--- src/rtl/fb_pkg.sv ---
package fb_pkg;

  // widths
  localparam int color_width    = 4;
  localparam int axi_addr_width = 12;
  localparam int axi_data_width = 16;
  localparam int h_width        = 12;
  localparam int v_width        = 12;

  // burst geometry, burst_len must be a power of two
  localparam int burst_len   = 128;
  localparam int word_bytes  = axi_data_width / 8;
  localparam int burst_bytes = burst_len * word_bytes;
  localparam int mem_words   = 2048;

  typedef logic [color_width-1:0]       color_t;
  typedef logic [axi_addr_width-1:0]    axi_addr_t;
  typedef logic [axi_data_width-1:0]    axi_data_t;
  typedef logic [$clog2(mem_words)-1:0] mem_index_t;
  typedef logic [h_width-1:0]           h_count_t;
  typedef logic [v_width-1:0]           v_count_t;

  // red sits in the top bits of the 12 bit pixel
  typedef struct packed {
    color_t red;
    color_t grn;
    color_t blu;
  } pixel_t;

  typedef struct packed {
    axi_addr_t addr;
  } ar_chan_t;

  typedef struct packed {
    axi_data_t data;
    logic      last;
  } r_chan_t;

  typedef struct packed {
    mem_index_t index;
    axi_data_t  data;
  } mem_wr_t;

  typedef struct packed {
    pixel_t   pix;
    h_count_t x;
    v_count_t y;
    logic     sol;
    logic     sof;
  } pix_out_t;

  typedef enum logic {
    burst_init,
    burst
  } reader_state_t;

endpackage

--- src/rtl/fb_scanout.sv ---
module fb_scanout (
  input  logic             clk,
  input  logic             rst_n,

  input  fb_pkg::h_count_t h_visible,
  input  fb_pkg::v_count_t v_visible,

  input  logic             pix_valid,
  input  fb_pkg::pixel_t   pix,
  output logic             pix_ready,

  output logic             out_valid,
  output fb_pkg::pix_out_t out,
  input  logic             out_ready
);
  import fb_pkg::*;

  // coordinate of the next pixel to be accepted
  h_count_t x;
  v_count_t y;

  logic     accept;
  logic     x_last;
  logic     y_last;

  // empty register or a draining one can take a new pixel
  assign pix_ready = !out_valid || out_ready;
  assign accept    = pix_valid && pix_ready;

  assign x_last = (x == h_visible - 1'b1);
  assign y_last = (y == v_visible - 1'b1);

  always_ff @(posedge clk) begin
    if (!rst_n) begin
      out_valid <= 1'b0;
      x         <= '0;
      y         <= '0;
    end else begin
      if (accept) begin
        out_valid <= 1'b1;
        if (x_last) begin
          x <= '0;
          y <= y_last ? '0 : y + 1'b1;
        end else begin
          x <= x + 1'b1;
        end
      end else if (out_ready) begin
        out_valid <= 1'b0;
      end
    end
  end

  // payload only moves on accept, so it holds while stalled
  always_ff @(posedge clk) begin
    if (accept) begin
      out.pix <= pix;
      out.x   <= x;
      out.y   <= y;
      out.sol <= (x == '0);
      out.sof <= (x == '0) && (y == '0);
    end
  end

endmodule

--- config.mk ---
export PLATFORM = sky130hd
export DESIGN_NAME = fb_scanout
export DESIGN_NICKNAME = d
export VERILOG_FILES = /design/src/rtl/fb_pkg.sv /design/src/rtl/fb_scanout.sv
export SDC_FILE = /design/constraint.sdc
export NUM_CORES = 1
export LEC_CHECK = 0
export ABC_CLOCK_PERIOD_IN_PS = 2200
export BUFFER_PORTS_ARGS = -buffer_cell sky130_fd_sc_hd__buf_2
export CAP_MARGIN = 20
export CORE_ASPECT_RATIO = 1.4
export CORE_MARGIN = 4
export CORE_UTILIZATION = 40
export CTS_CLUSTER_SIZE = 14
export DETAILED_ROUTE_END_ITERATION = 16
export GPL_TIMING_DRIVEN = 0
export SKIP_CTS_REPAIR_TIMING = 1
export SLEW_MARGIN = 20
export SYNTH_ARGS = -nofsm -noshare
export SYNTH_HDL_FRONTEND = slang
export SYNTH_SLANG_ARGS = --single-unit
--- constraint.sdc ---
create_clock -name clk -period 2.2 [get_ports clk]
set_input_delay 0.11 -clock clk [delete_from_list [all_inputs] [get_ports clk]]
set_output_delay 0.11 -clock clk [all_outputs]
set_load 0.03 [all_outputs]
==> results.toml <==
[final_layout]
fin_area_sq_um = 4760
drive_gt1_frac = 0.371
fillers = 733
register_area_sq_um = 1670
post-route-util = 0.580
fin_cells = 547
num_antenna_cells = 0
multi_input_area_sq_um = 1760
syn2layout_area_growth_pct = 41.7
nets = 486

[routing]
drtPass1Iterations = 4
routed_via_density = 5.35
routed_wirelength_um = 8600
wl_per_cell_um = 15.7
vias = 2925
drt_iter0_drc = 159
ant_nets = 0
drc_errors = 0

[sta]
slew_violations = 0
finalSetupViolations = 1
final_hold_viol_count = 0
skew_ps = 5.91
rsz0062_at_grt = "yes"
worst_pin_slew_ps = 561
fmax_mhz = 451
slew_headroom = 0.626
final.min_clock_period_ps = 2220
period_share = 1.01
setup_slack_ps = -19.2
setup_tns_ps = -19.2

[setup_path]
cp_slowest_cell = "a221oi_1"
crit_chain = "or2_2 > a221oi_1 > o311ai_4 > a211o_4 > buf_6 > a32oi_2 > o31ai_4"
timing.rr.end = "y[5]"
endpoint_kind = "flip-flop"
crit_start = "x[6]"
r2r_slack_ps = -20
critPathMaxFanout = 5
reg2reg_from = "x[6]"
slowest_delay_ps = 450
startpoint_type = "flip-flop"
crit_required_ps = 2410
worstPathArrival_ps = 2430
worstSetupEndpoint = "y[5]"
crit_type = "flip-flop to flip-flop"
ff2ff_path_depth = 7

[yosys]
avgSynthCellArea_sq_um = 10.2
yosysMostFrequentCell = "edfxtp_1"
yosysTopAreaCell = "edfxtp_1"
synth_compound_area_frac = 0.129
yosysTopAreaCellShare = 0.340
synth.distinct_cells = 58
yosys_register_bits = 63
synth_edf_count = 38
async_flop_share = 0
synth_top_family_by_area = "simple AND/OR/NAND/NOR gates"
syn_area_sq_um = 3360
ys_warn_count = 0
syn_nets = 374
synthXorXnorAreaFrac = 0.0876
yosys.area_share.simple = 0.224
synth.area.top_cells = "edfxtp_1, dfxtp_1, xor2_1"
synthFlopType = "edfxtp_1"
synth_mux_area_frac = 0
synth_commonest_cells = "edfxtp_1, nor2_1, dfxtp_1"
ys_seq_area_frac = 0.489
netlist_instances = 328
synthAdderAreaFrac = 0.0224

[floorplan]
std_cell_rows = 39
initial_core_util = 0.410
die_y_um = 116
coreArea_sq_um = 8200
die_w_um = 85.4
die-area_sq_um = 9950
num_io_pins = 80

[power_and_ir_drop]
finalPower_mw = 3.84
power_density_nw_per_um2 = 808
power_leakage_nw = 1.83
ir_drop_mv = 0.559

[clock_tree]
cts_root_buffer = "clkbuf_16"
clock_path_buffers = 2
clk_pin_slew_ps = 50
clk_latency_ps = 330
numClockSinks = 63
cts_buffers = 9
htreeDepth = 3
cts_tree = "yes"

[global_route]
grt_pass1_wl_um = 12500
grt_usage = 0.160
grtUsageMet3 = 0.0487
grt_max_degree = 44
met2_usage = 0.272
antenna_found_initial = 0
grt.busiest_layer = "met2"
overflow = 0
grt_pass1_vias = 2620
grtUsageMet1 = 0.184

[place]
placedInstanceArea_sq_um = 3890
dp_hpwl_um = 5680
io_buffer_count = 76
place_inst = 506
place.gp.congestion = 0.823

[job]
timing.max_cap.violations = 0

[outcome]
status = "finished with violations"
violations = "setup timing"

[hold_path]
hp-class = "input port to flip-flop"
whs_path_depth = 3
## worst min-delay path by stage
stage | startpoint | endpoint | slack, ps
5_1_grt | pix_valid | out_valid | 30
3_3_place_gp | pix[7] | out[33] | 290
6_report | pix_valid | out_valid | 20
2_1_floorplan | pix[0] | out[26] | 210
4_1_cts | pix[8] | out[34] | -50
3_5_place_dp | pix[11] | out[37] | 290
## final cells by class
type                    count  share of cell area
clock buffers              11              0.0534
well taps                 102              0.0268
multi-input cells         228               0.371
repair buffers            103               0.135
inverters                  18              0.0155
flip-flops and latches     63               0.351
clock inverters             5              0.0216
repair inverters            2             0.00263
plain buffers              15              0.0242
## flip-flops by register name (all words and copies together), names as in the netlist
signal	cells
out	38
y	12
out_valid	1
x	12
## cell usage in the layout (no fill, tap or decap), types with 12 or more instances in the layout
cell           synthesis  layout
edfxtp_1              38      38
nor2_1                26      26
inv_1                 18      15
buf_2                  2      76
nand3_1               12      12
buf_4                  1      12
xor2_1                19      17
nand2_1               20      20
dlygate4sd3_1          0      12
dfxtp_1               25      14
## metal layers
layer,share of wire,vias to the layer above
li1,-,1432
met1,0.42,1391
met2,0.51,85
met3,0.043,17
met4,0.025,0
met5,0,-
## power breakdown
part / total, mW / internal [mW] / switching (mW)
Sequential: 1.47 / 1.37 / 0.0997
Combinational: 0.717 / 0.291 / 0.427
Clock: 1.65 / 1.17 / 0.483
Total: 3.84 / 2.83 / 1.01
## logic make-up (layout without fill, tap and decap cells)
kind of cell	Yosys count	count (layout)
buf+inv	37	154
fa+ha+maj	6	6
simple gates	133	133
xor+xnor	32	32
compound gates	57	57
flops	63	63
## worst max-delay path, delay by kind of cell (launching register included)
kind / cells / cell delay, ps
AO/OA/AOI/OAI: 5 / 1330
flip-flops: 1 / 330
AND/OR/NAND/NOR: 1 / 290
buffers and inverters: 1 / 150
## metrics by stage
step / worst slack, ps / hold WS [ps]
6_report: -19.2 / 24.9
2_1_floorplan: 20.3 / 209
4_1_cts: -353 / -53.6
5_1_grt: -122 / 29.5
3_3_place_gp: -336 / 286
3_5_place_dp: -351 / 289
(Power assumes the default switching activity.)
