<file path="config.mk">
export PLATFORM = sky130hd
export DESIGN_NAME = fb_burst_reader
export DESIGN_NICKNAME = d
export VERILOG_FILES = /design/src/rtl/fb_pkg.sv /design/src/rtl/fb_burst_reader.sv
export SDC_FILE = /design/constraint.sdc
export NUM_CORES = 1
export LEC_CHECK = 0
export BUFFER_PORTS_ARGS = -buffer_cell sky130_fd_sc_hd__buf_2
export CAP_MARGIN = 10
export CORE_MARGIN = 1.5
export CORE_UTILIZATION = 56
export DETAILED_ROUTE_END_ITERATION = 12
export GPL_ROUTABILITY_DRIVEN = 0
export MAX_ROUTING_LAYER = met4
export PLACE_DENSITY = 0.79
export SYNTH_ARGS = -nofsm -noshare
export SYNTH_HDL_FRONTEND = slang
export SYNTH_SLANG_ARGS = --single-unit
</file>
<file path="constraint.sdc">
create_clock -name clk -period 5.3 [get_ports clk]
set_clock_uncertainty 0.2 [all_clocks]
set_input_delay 0.265 -clock clk [delete_from_list [all_inputs] [get_ports clk]]
set_output_delay 0.265 -clock clk [all_outputs]
set_load 0.01 [all_outputs]
</file>
<file path="src/rtl/fb_pkg.sv">
package fb_pkg;

  // widths
  localparam int color_width    = 4;
  localparam int axi_addr_width = 12;
  localparam int axi_data_width = 16;
  localparam int h_width        = 12;
  localparam int v_width        = 12;

  // burst geometry, burst_len must be a power of two
  localparam int burst_len   = 128;
  localparam int word_bytes  = axi_data_width / 8;
  localparam int burst_bytes = burst_len * word_bytes;
  localparam int mem_words   = 2048;

  typedef logic [color_width-1:0]       color_t;
  typedef logic [axi_addr_width-1:0]    axi_addr_t;
  typedef logic [axi_data_width-1:0]    axi_data_t;
  typedef logic [$clog2(mem_words)-1:0] mem_index_t;
  typedef logic [h_width-1:0]           h_count_t;
  typedef logic [v_width-1:0]           v_count_t;

  // red sits in the top bits of the 12 bit pixel
  typedef struct packed {
    color_t red;
    color_t grn;
    color_t blu;
  } pixel_t;

  typedef struct packed {
    axi_addr_t addr;
  } ar_chan_t;

  typedef struct packed {
    axi_data_t data;
    logic      last;
  } r_chan_t;

  typedef struct packed {
    mem_index_t index;
    axi_data_t  data;
  } mem_wr_t;

  typedef struct packed {
    pixel_t   pix;
    h_count_t x;
    v_count_t y;
    logic     sol;
    logic     sof;
  } pix_out_t;

  typedef enum logic {
    burst_init,
    burst
  } reader_state_t;

endpackage

</file>
<file path="src/rtl/fb_burst_reader.sv">
module fb_burst_reader (
  input  logic             clk,
  input  logic             rst_n,

  input  fb_pkg::h_count_t h_visible,
  input  fb_pkg::v_count_t v_visible,

  output logic             ar_valid,
  output fb_pkg::ar_chan_t ar,
  input  logic             ar_ready,

  input  logic             r_valid,
  input  fb_pkg::r_chan_t  r,
  output logic             r_ready,

  output logic             pix_valid,
  output fb_pkg::pixel_t   pix,
  input  logic             pix_ready
);
  import fb_pkg::*;

  reader_state_t state;
  reader_state_t state_next;

  logic [h_width+v_width-1:0] frame_pixels;
  logic [h_width+v_width-1:0] burst_total;
  logic [h_width+v_width-1:0] burst_cnt;
  logic [h_width+v_width-1:0] burst_cnt_next;

  axi_addr_t burst_addr;
  axi_addr_t burst_addr_next;

  logic      ar_valid_next;
  axi_addr_t ar_addr_next;

  logic      last_beat;

  // resolution is static outside of reset, so this settles long before use
  assign frame_pixels = h_visible * v_visible;
  assign burst_total  = frame_pixels >> $clog2(burst_len);

  // read beats go straight out as pixels
  assign pix_valid = r_valid;
  assign pix       = pixel_t'(r.data[$bits(pixel_t)-1:0]);
  assign r_ready   = pix_ready;

  assign last_beat = r_valid && r_ready && r.last;

  always_comb begin
    state_next      = state;
    ar_valid_next   = ar_valid && !ar_ready;
    ar_addr_next    = ar.addr;
    burst_cnt_next  = burst_cnt;
    burst_addr_next = burst_addr;

    case (state)
      burst_init: begin
        // memory is idle, launch the next burst
        if (ar_ready) begin
          state_next     = burst;
          ar_valid_next  = 1'b1;
          ar_addr_next   = burst_addr;
          burst_cnt_next = burst_cnt + 1'b1;
        end
      end

      burst: begin
        if (last_beat) begin
          state_next = burst_init;
          if (burst_cnt != burst_total) begin
            burst_addr_next = burst_addr + axi_addr_t'(burst_bytes);
          end else begin
            // end of frame, start over at the top
            burst_addr_next = '0;
            burst_cnt_next  = '0;
          end
        end
      end

      default: begin
        state_next = burst_init;
      end
    endcase
  end

  always_ff @(posedge clk) begin
    if (!rst_n) begin
      state      <= burst_init;
      burst_cnt  <= '0;
      burst_addr <= '0;
      ar_valid   <= 1'b0;
    end else begin
      state      <= state_next;
      burst_cnt  <= burst_cnt_next;
      burst_addr <= burst_addr_next;
      ar_valid   <= ar_valid_next;
    end
  end

  always_ff @(posedge clk) begin
    ar.addr <= ar_addr_next;
  end

endmodule

</file>
==> reports/results.ini, run 1 <==
[yosys]
synth-seq-area-share_pct=10.3
synth_ff_type=dfxtp_1
synth_top_family_by_area=adder cells
synth_warnings=0
synth-edff-count=4
syn_inst=844
ys_ff_latch=34
ys_types=68
synthAdderAreaFrac_pct=39.0
synthSimpleGateAreaFrac_pct=21.1
synth_common_cells=135 x nand2_1, 120 x inv_1, 99 x fa_1
syn_area_um2=7010
synth-async-reset-ratio_pct=0
synth_largest_area_cell=fa_1
synth_compound_area_share_pct=13.3
synthTopCellsByArea=fa_1 28%, ha_1 11%, dfxtp_1 8.6%
yosysMostFrequentCell=nand2_1
postSynthAreaPerCell_um2=8.31
synth_top_area_share_pct=28.3
synth-xor-area-share_pct=3.50
synthMuxAreaShare_pct=1.23

[grt]
antenna_found_initial=0
grt_pass1_wl_um=29900
grt_max_degree=22
grt_overflow=0
grtUsageTotal_pct=29.1
grt_pass1_vias=6380

[sta]
setup_slack_ns=-0.280
maxSlewViolCount=0
post-route-period-util_pct=105
hold_violations=0
whs_ns=0.251
worst_slew_pin_slew_ns=1.11
slew_headroom_pct=25.6
fmaxAchievable_mhz=179
period_minus_slack_ns=5.58
setup_viol=28
rsz0062_at_grt=yes

[routing]
first_iter_violations=900
routed_wirelength_um=22700
wl_per_cell_um=20.2
viasPerCell=6.26
first_pass_iters=6
num_vias=7024
route.antenna.remaining_nets=0
drc=0

[critical_path]
cp.required_ns=5.29
crit_type=in2reg
max_stage_delay_ns=0.54
end_kind=register
crit_path_top_delay_cell=fa_1
crit_chain=buf_12 > buf_8 > nand2_1 > fa_1 > fa_1 > fa_1 > fa_1 > fa_1 > inv_1 > ha_4 > a21oi_4 > buf_6 > o211ai_1 > a21boi_2 > o41ai_4 > buf_4 > buf_4 > xnor2_2 > o211a_1 > nand4_4 > buf_12 > nand2_8 > mux2i_1
path_delay_family=adder cells
path_max_fanout=6
crit_path_start_kind=input pin
cp_num_buf_inv=7
path_common_cell=fa_1
crit_arrival_ns=5.57

[floorplan]
die_x_um=115
ios=73
die_y_um=115
start_util_pct=57.9
dieArea_um2=13200
core_area_um2=12100
row_count=40

[place]
place_inst=1072
pre_cts_slack_ns=-0.596
dpl.hpwl_um=13300
port-buffer-count=36
dpl_cell_area_um2=7830

[run_status]
outcome=finished with violations
violations=negative setup slack

[clocking]
cts.sinks=34
cts_tree=yes
clk_pin_slew_ns=0.05
numCtsBuffers=5
cts_root_buf=clkbuf_16
clk-insertion-delay-late_ns=0.28
cts_buffer_depth=2
ctsHtreeMaxLevel=2
hold_buffers=0

[finish]
final_cells=1122
final_nets=1158
diodes=0
area_growth_pct=31.9
register_area_um2=721
fillerInstances=725
multiInputGateArea_um2=6240
fin_area_um2=9250
layout-drive-gt1-share_pct=32.3

[run]
drv_cap=0

[worst_hold_path]
holdCritPathClass=in2reg

-- cell families (layout without fill, tap and decap cells) --
kind of cell               count (synthesis)  after routing
and+or+nand+nor                          294            295
buffers and inverters                    188            290
adders and majority gates                159            159
AOI/OAI and AO/OA                        132            132
DFF                                       34             34
xor gates and xnor gates                  28             28
muxes                                      8              8
other                                      1              8
-- state kept, by name, indices dropped and copies added, names as in the netlist --
register and count:
ar 4, burst_cnt 24, burst_addr 4, ar_valid 1
state 1
-- path summary, 6_finish.rpt --
kind	from	endpoint	slack, ns	depth (start not counted)
worst max-delay path	v_visible[3]	burst_cnt[1]	-0.28	23
worst min-delay path	ar_ready	state	0.25	3
worst min register to register	burst_addr[11]	ar[11]	0.26	0
worst max register to register	burst_cnt[17]	burst_cnt[1]	2.09	10
-- layout by cell type, fill, tap and decap left out, drive strengths merged, types with 11 or more instances in the layout --
master / synthesis / layout
a21oi: 40 / 40
a31oi: 14 / 14
and2: 56 / 56
and3: 11 / 11
buf: 24 / 158
dfxtp: 30 / 30
fa: 99 / 99
ha: 60 / 60
inv: 120 / 120
nand2: 136 / 137
nand3: 19 / 19
nand4: 14 / 14
nor2: 28 / 28
o21ai: 31 / 31
xnor2: 18 / 18
-- cell type report --
class / instances / share of cell area [%]
repair buffers: 161 / 15.8
flip-flops and latches: 34 / 7.79
inverters: 121 / 4.91
clock inverters: 1 / 0.325
multi-input cells: 630 / 67.5
clock buffers: 7 / 1.43
well taps: 168 / 2.27
-- worst register-to-register path, delay by kind of cell, from the launching register on --
family | cells | cell delay, ns
and+or+nand+nor | 6 | 1.69
muxes | 1 | 0.25
DFF | 1 | 0.39
buffers and inverters | 1 | 0.20
AOI/OAI and AO/OA | 2 | 0.39
-- per-stage QoR --
| stage | util, % | setup TNS (ns) |
|---|---|---|
| 2_1_floorplan | - | 0 |
| 3_3_place_gp | 64.7 | -11.98 |
| 3_5_place_dp | 64.7 | -14.96 |
| 4_1_cts | 71.2 | -0.0129 |
| 5_1_grt | 76.4 | -6.57 |
| 6_report | 76.4 | -5.00 |
-- metal layers --
layer  GRT usage (%)  share of wire (%)  routed length (um)  up-vias
met3            4.32                 10                2300      165
met2            50.0                 48               10900      522
li1                -                  -                   -     2951
met4            6.58                5.9                1330        0
met5               -                  0                   0        -
met1            36.3                 36                8160     3386
-- timing repair --
| item | CTS | global route |
|---|---|---|
| pin swaps | 55 | 78 |
| setup buffers | 17 | 24 |
| endpoints found under the setup margin | 28 | 28 |
| cloned | 1 | 3 |
| gates resized for setup | 118 | 95 |
Power of run 1 is left out: the tool's default activity adds up to more than one toggle a clock period on the data nets, which glitch-free logic cannot reach.
==> inputs of run 2 (changes only) <==
- CELL_PAD_IN_SITES_DETAIL_PLACEMENT: default -> 0
- CELL_PAD_IN_SITES_GLOBAL_PLACEMENT: default -> 1
- CORE_UTILIZATION: 56 -> 42
- PLACE_DENSITY: 0.79 -> default
- PLACE_DENSITY_LB_ADDON: default -> 0.1
==> reports/results.ini, run 2 (synthesis gave the netlist of run 1 again) <==
[routing]
first_pass_iters=5  ; -1
wl_met2_um=8890  ; -18%
viasPerCell=5.28  ; -16%
met1_length_um=8370  ; +2.5%
wl_per_cell_um=15.8  ; -22%
drc=0  ; unchanged
first_iter_violations=257  ; -71%
top_layer=met4
routed_wirelength_um=18300  ; -19%
routed-wl-met3_um=709  ; -69%
route.antenna.remaining_nets=0  ; unchanged
num_vias=6107  ; -13%

[sta]
setup_slack_ns=-0.0817  ; +0.199 ns
whs_ns=0.222  ; -0.0288 ns
hold_violations=0  ; unchanged
slew_headroom_pct=31.8  ; +6.2 points
rsz0062_at_grt=yes
period_minus_slack_ns=5.38  ; -0.199 ns
setup_viol=16  ; -43%
worst_slew_pin_slew_ns=1.02  ; -0.0932 ns
fmaxAchievable_mhz=186  ; +3.7%
post-route-period-util_pct=102  ; -3.7 points
maxSlewViolCount=0  ; unchanged

[critical_path]
path_common_cell=fa_1
path_max_fanout=6  ; unchanged
cp_num_buf_inv=6  ; -1
crit_path_start_kind=input pin
crit_path_top_delay_cell=fa_1
end_kind=register
crit_chain=buf_12 > buf_12 > nand2_4 > fa_1 > fa_1 > fa_1 > fa_1 > fa_1 > inv_2 > ha_4 > a21oi_4 > o211ai_1 > a21boi_2 > o41ai_4 > buf_4 > buf_6 > xnor2_2 > o211a_1 > nand4_4 > buf_6 > nand3_1 > a21oi_2
ff2ff_path_depth=10  ; unchanged
crit_arrival_ns=5.35  ; -0.22 ns
max_stage_delay_ns=0.56  ; +0.02 ns
crit_cells=22  ; -4.3%
cp.required_ns=5.27  ; -0.02 ns
crit_type=in2reg
path_delay_family=adder cells

[grt]
antenna_found_initial=0  ; unchanged
grt_pass1_wl_um=31600  ; +5.8%
grt_max_degree=23  ; +4.5%
grt_overflow=0  ; unchanged
grtUsageTotal_pct=22.7  ; -6.4 points
grt_pass1_vias=6416  ; +0.56%

[finish]
layout_commonest_cell=nand2_1
fin_area_um2=8920  ; -3.6%
largest_register=burst_cnt
multiInputGateArea_um2=6120  ; -2.0%
final_cell_mix=122 x nand2_1, 117 x inv_1, 98 x buf_4, 92 x fa_1, 54 x and2_1
register_area_um2=721  ; unchanged
reg_top3=burst_cnt x24, ar x4, burst_addr x4
largest_reg_flops=24  ; unchanged
final_nets=1140  ; -1.6%
diodes=0  ; unchanged
fillerInstances=1517  ; +110%
layout-drive-gt1-share_pct=27.5  ; -4.8 points
area_growth_pct=27.2

[clocking]
clk_pin_slew_ns=0.06  ; about the same
clk-insertion-delay-late_ns=0.28  ; about the same
cts_tree=yes
ctsHtreeMaxLevel=2  ; unchanged
cts_buffer_depth=2  ; unchanged
hold_buffers=0  ; unchanged
cts.sinks=34  ; unchanged
numCtsBuffers=5  ; unchanged
cts_root_buf=clkbuf_16

[floorplan]
row_count=47  ; +18%
ios=73  ; unchanged
die_y_um=132  ; +15%
core_area_um2=16500  ; +36%
start_util_pct=42.6  ; -15 points
die_x_um=132  ; +15%
dieArea_um2=17500  ; +32%

[run]
drv_cap=0  ; unchanged

[run_status]
outcome=finished with violations
violations=negative setup slack

[place]
port-buffer-count=36  ; unchanged
dpl.hpwl_um=15100  ; +13%
dpl_cell_area_um2=8010  ; +2.3%
pre_cts_slack_ns=-0.791  ; -0.196 ns

[worst_hold_path]
holdPathStages=3  ; unchanged
holdCritPathClass=in2reg

[pwr]
power_leakage_uw=0.00390
ir_worst_vdd_v=0.000596
power.density_nw_per_um2=746

## run 2: cell type report
| cell class | instances | share of cell area [%] |
|---|---|---|
| Inverter | 121 | 5.09 |
| Clock buffer | 7 | 1.60 |
| Tap cell | 220 | 3.09 |
| Sequential cell | 34 | 8.08 |
| Timing Repair Buffer | 142 | 13.5 |
| Multi-Input combinational cell | 631 | 68.6 |
| Clock inverter | 1 | 0.0561 |
## run 2: final timing paths
check                       from       endpoint  slack [ns]
hold reg to reg   burst_addr[11]         ar[11]        0.25
setup reg to reg   burst_cnt[17]  burst_cnt[15]        1.91
hold / removal          ar_ready          state        0.22
setup / recovery    h_visible[3]  burst_cnt[15]       -0.08
## run 2: worst register-to-register path, cell delays in order (launching register included)
cell and delay [ns]:
dfxtp_1 0.40, or4_1 0.56, nor4_1 0.47, o221a_2 0.31, o311ai_1 0.12, nor4_2 0.30
and4_4 0.30, nand4_4 0.23, buf_6 0.20, nand3_1 0.09, a21oi_2 0.09
## run 2: report_power, final
group / leakage, uW / switching, uW / internal, uW
Clock: 0.0000739 / 110 / 186
Combinational: 0.00354 / 3180 / 2910
Sequential: 0.000282 / 4.01 / 265
Total: 0.00390 / 3290 / 3360
## run 2: timing repair
item / 4_1_cts / 5_1_grt
setup buffers: 7 / 5
hold endpoints to repair: 0 / 0
pin swaps: 71 / 62
setup endpoints to repair: 28 / 28
gates resized for setup: 112 / 40
cloned: 2 / 0
## run 2: routing by layer
| metal | vias to the layer above | track usage, % |
|---|---|---|
| met1 | 3019 | 29.6 |
| li1 | 2919 | - |
| met4 | 0 | 4.15 |
| met5 | - | - |
| met3 | 26 | 2.73 |
| met2 | 143 | 38.4 |
## run 2: through the flow
stage                     util (%)  power (uW)  cells  setup TNS [ns]
after floorplan                  -        3530    851               0
after global placement        48.6        5000   1134          -20.50
after detailed placement      48.6        5020   1134          -19.56
after CTS                     52.8        6250   1151          -0.457
after global routing          54.2        7200   1156           -5.57
final                         54.2        6650   1156          -0.373
(Power assumes the default switching activity.)
==> inputs of run 3 (changes only) <==
- PLACE_DENSITY: default -> 0.87
- PLACE_DENSITY_LB_ADDON: 0.1 -> default
==> reports/results.ini, run 3 (synthesis gave the netlist of run 1 again) <==
[run_status]
outcome=finished with violations
violations=negative setup slack

[place]
dpl.hpwl_um=14100  ; -6.1%
place_inst=1136  ; +0.18%
pre_cts_slack_ns=-0.760  ; +0.0319 ns
port-buffer-count=36  ; unchanged
dpl_cell_area_um2=8040  ; +0.34%

[critical_path]
r2r_end=burst_cnt[1]
end_kind=register
crit_arrival_ns=5.42  ; +0.07 ns
crit_type=in2reg
rrSetupSlack_ns=2.01  ; +0.10 ns
cp.required_ns=5.31  ; +0.04 ns
path_max_fanout=6  ; unchanged
regToRegStartpoint=burst_cnt[17]
ff2ff_path_depth=10  ; unchanged
crit_path_start_kind=input pin

[floorplan]
ios=73  ; unchanged
die_x_um=132  ; unchanged
row_count=47  ; unchanged
die_y_um=132  ; unchanged
start_util_pct=42.6  ; unchanged
core_area_um2=16500  ; unchanged
dieArea_um2=17500  ; unchanged

[clocking]
ctsHtreeMaxLevel=2  ; unchanged
hold_buffers=0  ; unchanged
cts_buffer_depth=2  ; unchanged
numCtsBuffers=5  ; unchanged
cts_tree=yes
clk-insertion-delay-late_ns=0.28  ; about the same
cts_root_buf=clkbuf_16
cts.sinks=34  ; unchanged
clk_pin_slew_ns=0.06  ; about the same

[pwr]
swShare_pct=47.7  ; -1.7 points
power_frac_seq_pct=3.8  ; -0.2 points
switching_power_uw=3390  ; +3.0%
ir_worst_vdd_v=0.000607  ; +1.8%
internal_power_uw=3710  ; +10%
clkPwrFrac_pct=4.8  ; +0.4 points
power.density_nw_per_um2=768  ; +2.9%
p_total_uw=7100  ; +6.7%
comb_power_share_pct=91.5  ; about the same
power_leakage_uw=0.00404  ; +3.7%

[sta]
maxSlewViolCount=0  ; unchanged
hold_violations=0  ; unchanged
rsz0062_at_grt=yes
setup_slack_ns=-0.110  ; -0.0279 ns
period_minus_slack_ns=5.41  ; +0.0279 ns
fmaxAchievable_mhz=185  ; -0.52%
slew_headroom_pct=27.3  ; -4.5 points
setup_viol=26  ; +10
setup_tns_ns=-1.17  ; -0.793 ns
worst_slew_pin_slew_ns=1.09  ; +0.0675 ns
post-route-period-util_pct=102  ; +0.53 points

[finish]
area_growth_pct=31.9
diodes=0  ; unchanged
largest_reg_flops=24  ; unchanged
reg_top3=burst_cnt x24, ar x4, burst_addr x4
final_cell_mix=116 x nand2_1, 112 x inv_1, 106 x buf_4, 93 x fa_1, 52 x and2_1
register_area_um2=721  ; unchanged
fin_area_um2=9250  ; +3.7%
layout_commonest_cell=nand2_1
layout-drive-gt1-share_pct=30.2  ; +2.7 points
final_cells=1174  ; +1.6%
largest_register=burst_cnt
multiInputGateArea_um2=6170  ; +0.78%
fillerInstances=1445  ; -4.7%
final_nets=1158  ; +1.6%

[grt]
grt_max_degree=23  ; unchanged
grt_overflow=0  ; unchanged
grtUsageTotal_pct=22.0  ; -0.71 points
grt_pass1_vias=6450  ; +0.53%
antenna_found_initial=0  ; unchanged
grt_pass1_wl_um=31100  ; -1.7%

[run]
drv_cap=0  ; unchanged

[routing]
viasPerCell=5.33  ; +0.93%
first_iter_violations=357  ; +39%
drc=0  ; unchanged
first_pass_iters=5  ; unchanged
route.antenna.remaining_nets=0  ; unchanged
num_vias=6260  ; +2.5%
routed_wirelength_um=19400  ; +5.8%
wl_per_cell_um=16.5  ; +4.1%

[worst_hold_path]
holdCritPathClass=in2reg
hold_start=ar_ready
min_delay_worst_endpoint=state
holdPathStages=3  ; unchanged

-- run 3: changes by cell type in the layout (fill, tap and decap cells not counted), moves of 5 or more --
cell     change
buf_4        +8
nand2_2      +7
buf_8        +6
nand2_1      -6
inv_1        -5
inv_2        +5
-- run 3: worst max-delay path by stage --
stage	slack [ns]	startpoint	end	depth (start not counted)
3_3_place_gp	-0.70	h_visible[7]	burst_cnt[1]	19
5_1_grt	-0.23	v_visible[3]	burst_cnt[21]	22
3_5_place_dp	-0.76	h_visible[7]	burst_cnt[1]	19
4_1_cts	-0.05	v_visible[3]	burst_cnt[1]	22
2_1_floorplan	0.001	v_visible[8]	burst_cnt[10]	21
6_report	-0.11	v_visible[3]	burst_cnt[1]	21
-- run 3: per-stage QoR --
step           util, %  hold slack (ns)
5_1_grt           56.2            0.249
3_5_place_dp      48.8            0.239
3_3_place_gp      48.8            0.231
6_report          56.2            0.224
4_1_cts           52.5            0.218
2_1_floorplan        -            0.228
-- run 3: layout make-up --
cell class	count	share of cell area, %
inverters	121	4.91
clock inverters	3	0.487
flip-flops and latches	34	7.79
multi-input cells	631	66.7
clock buffers	5	1.35
repair buffers	160	15.8
well taps	220	2.98
-- run 3: power by group through the flow --
stage	registers (uW)	clock network (uW)	logic, uW
floorplan	273	0	3250
global placement	274	0	4910
detailed placement	274	0	4930
CTS	269	336	5600
global route	269	347	7000
finish	269	338	6490
-- run 3: timing repair --
action | CTS | global route
setup buffers | 8 | 18
resized for setup | 83 | 99
cloned | 2 | 3
setup endpoints to repair | 28 | 28
pin swaps | 44 | 46
-- run 3: routing by layer --
metal | GRT usage, % | wire [um]
met5 | - | 0
met4 | 5.62 | 422
met1 | 27.9 | 8120
met3 | 1.73 | 663
met2 | 38.0 | 10100
-- run 3: worst max-delay path, cell delays in order --
cell and delay [ns]:
buf_12 0.09, buf_8 0.11, nand2_4 0.04, fa_1 0.53
fa_1 0.46, fa_1 0.58, fa_1 0.45, fa_1 0.55
inv_2 0.07, ha_4 0.29, buf_6 0.11, nor2_4 0.04
o31ai_4 0.29, nand2_2 0.15, buf_6 0.15, a2111oi_4 0.34
and4_4 0.30, nand4_4 0.11, buf_8 0.19, nand2_8 0.11
mux2i_1 0.20
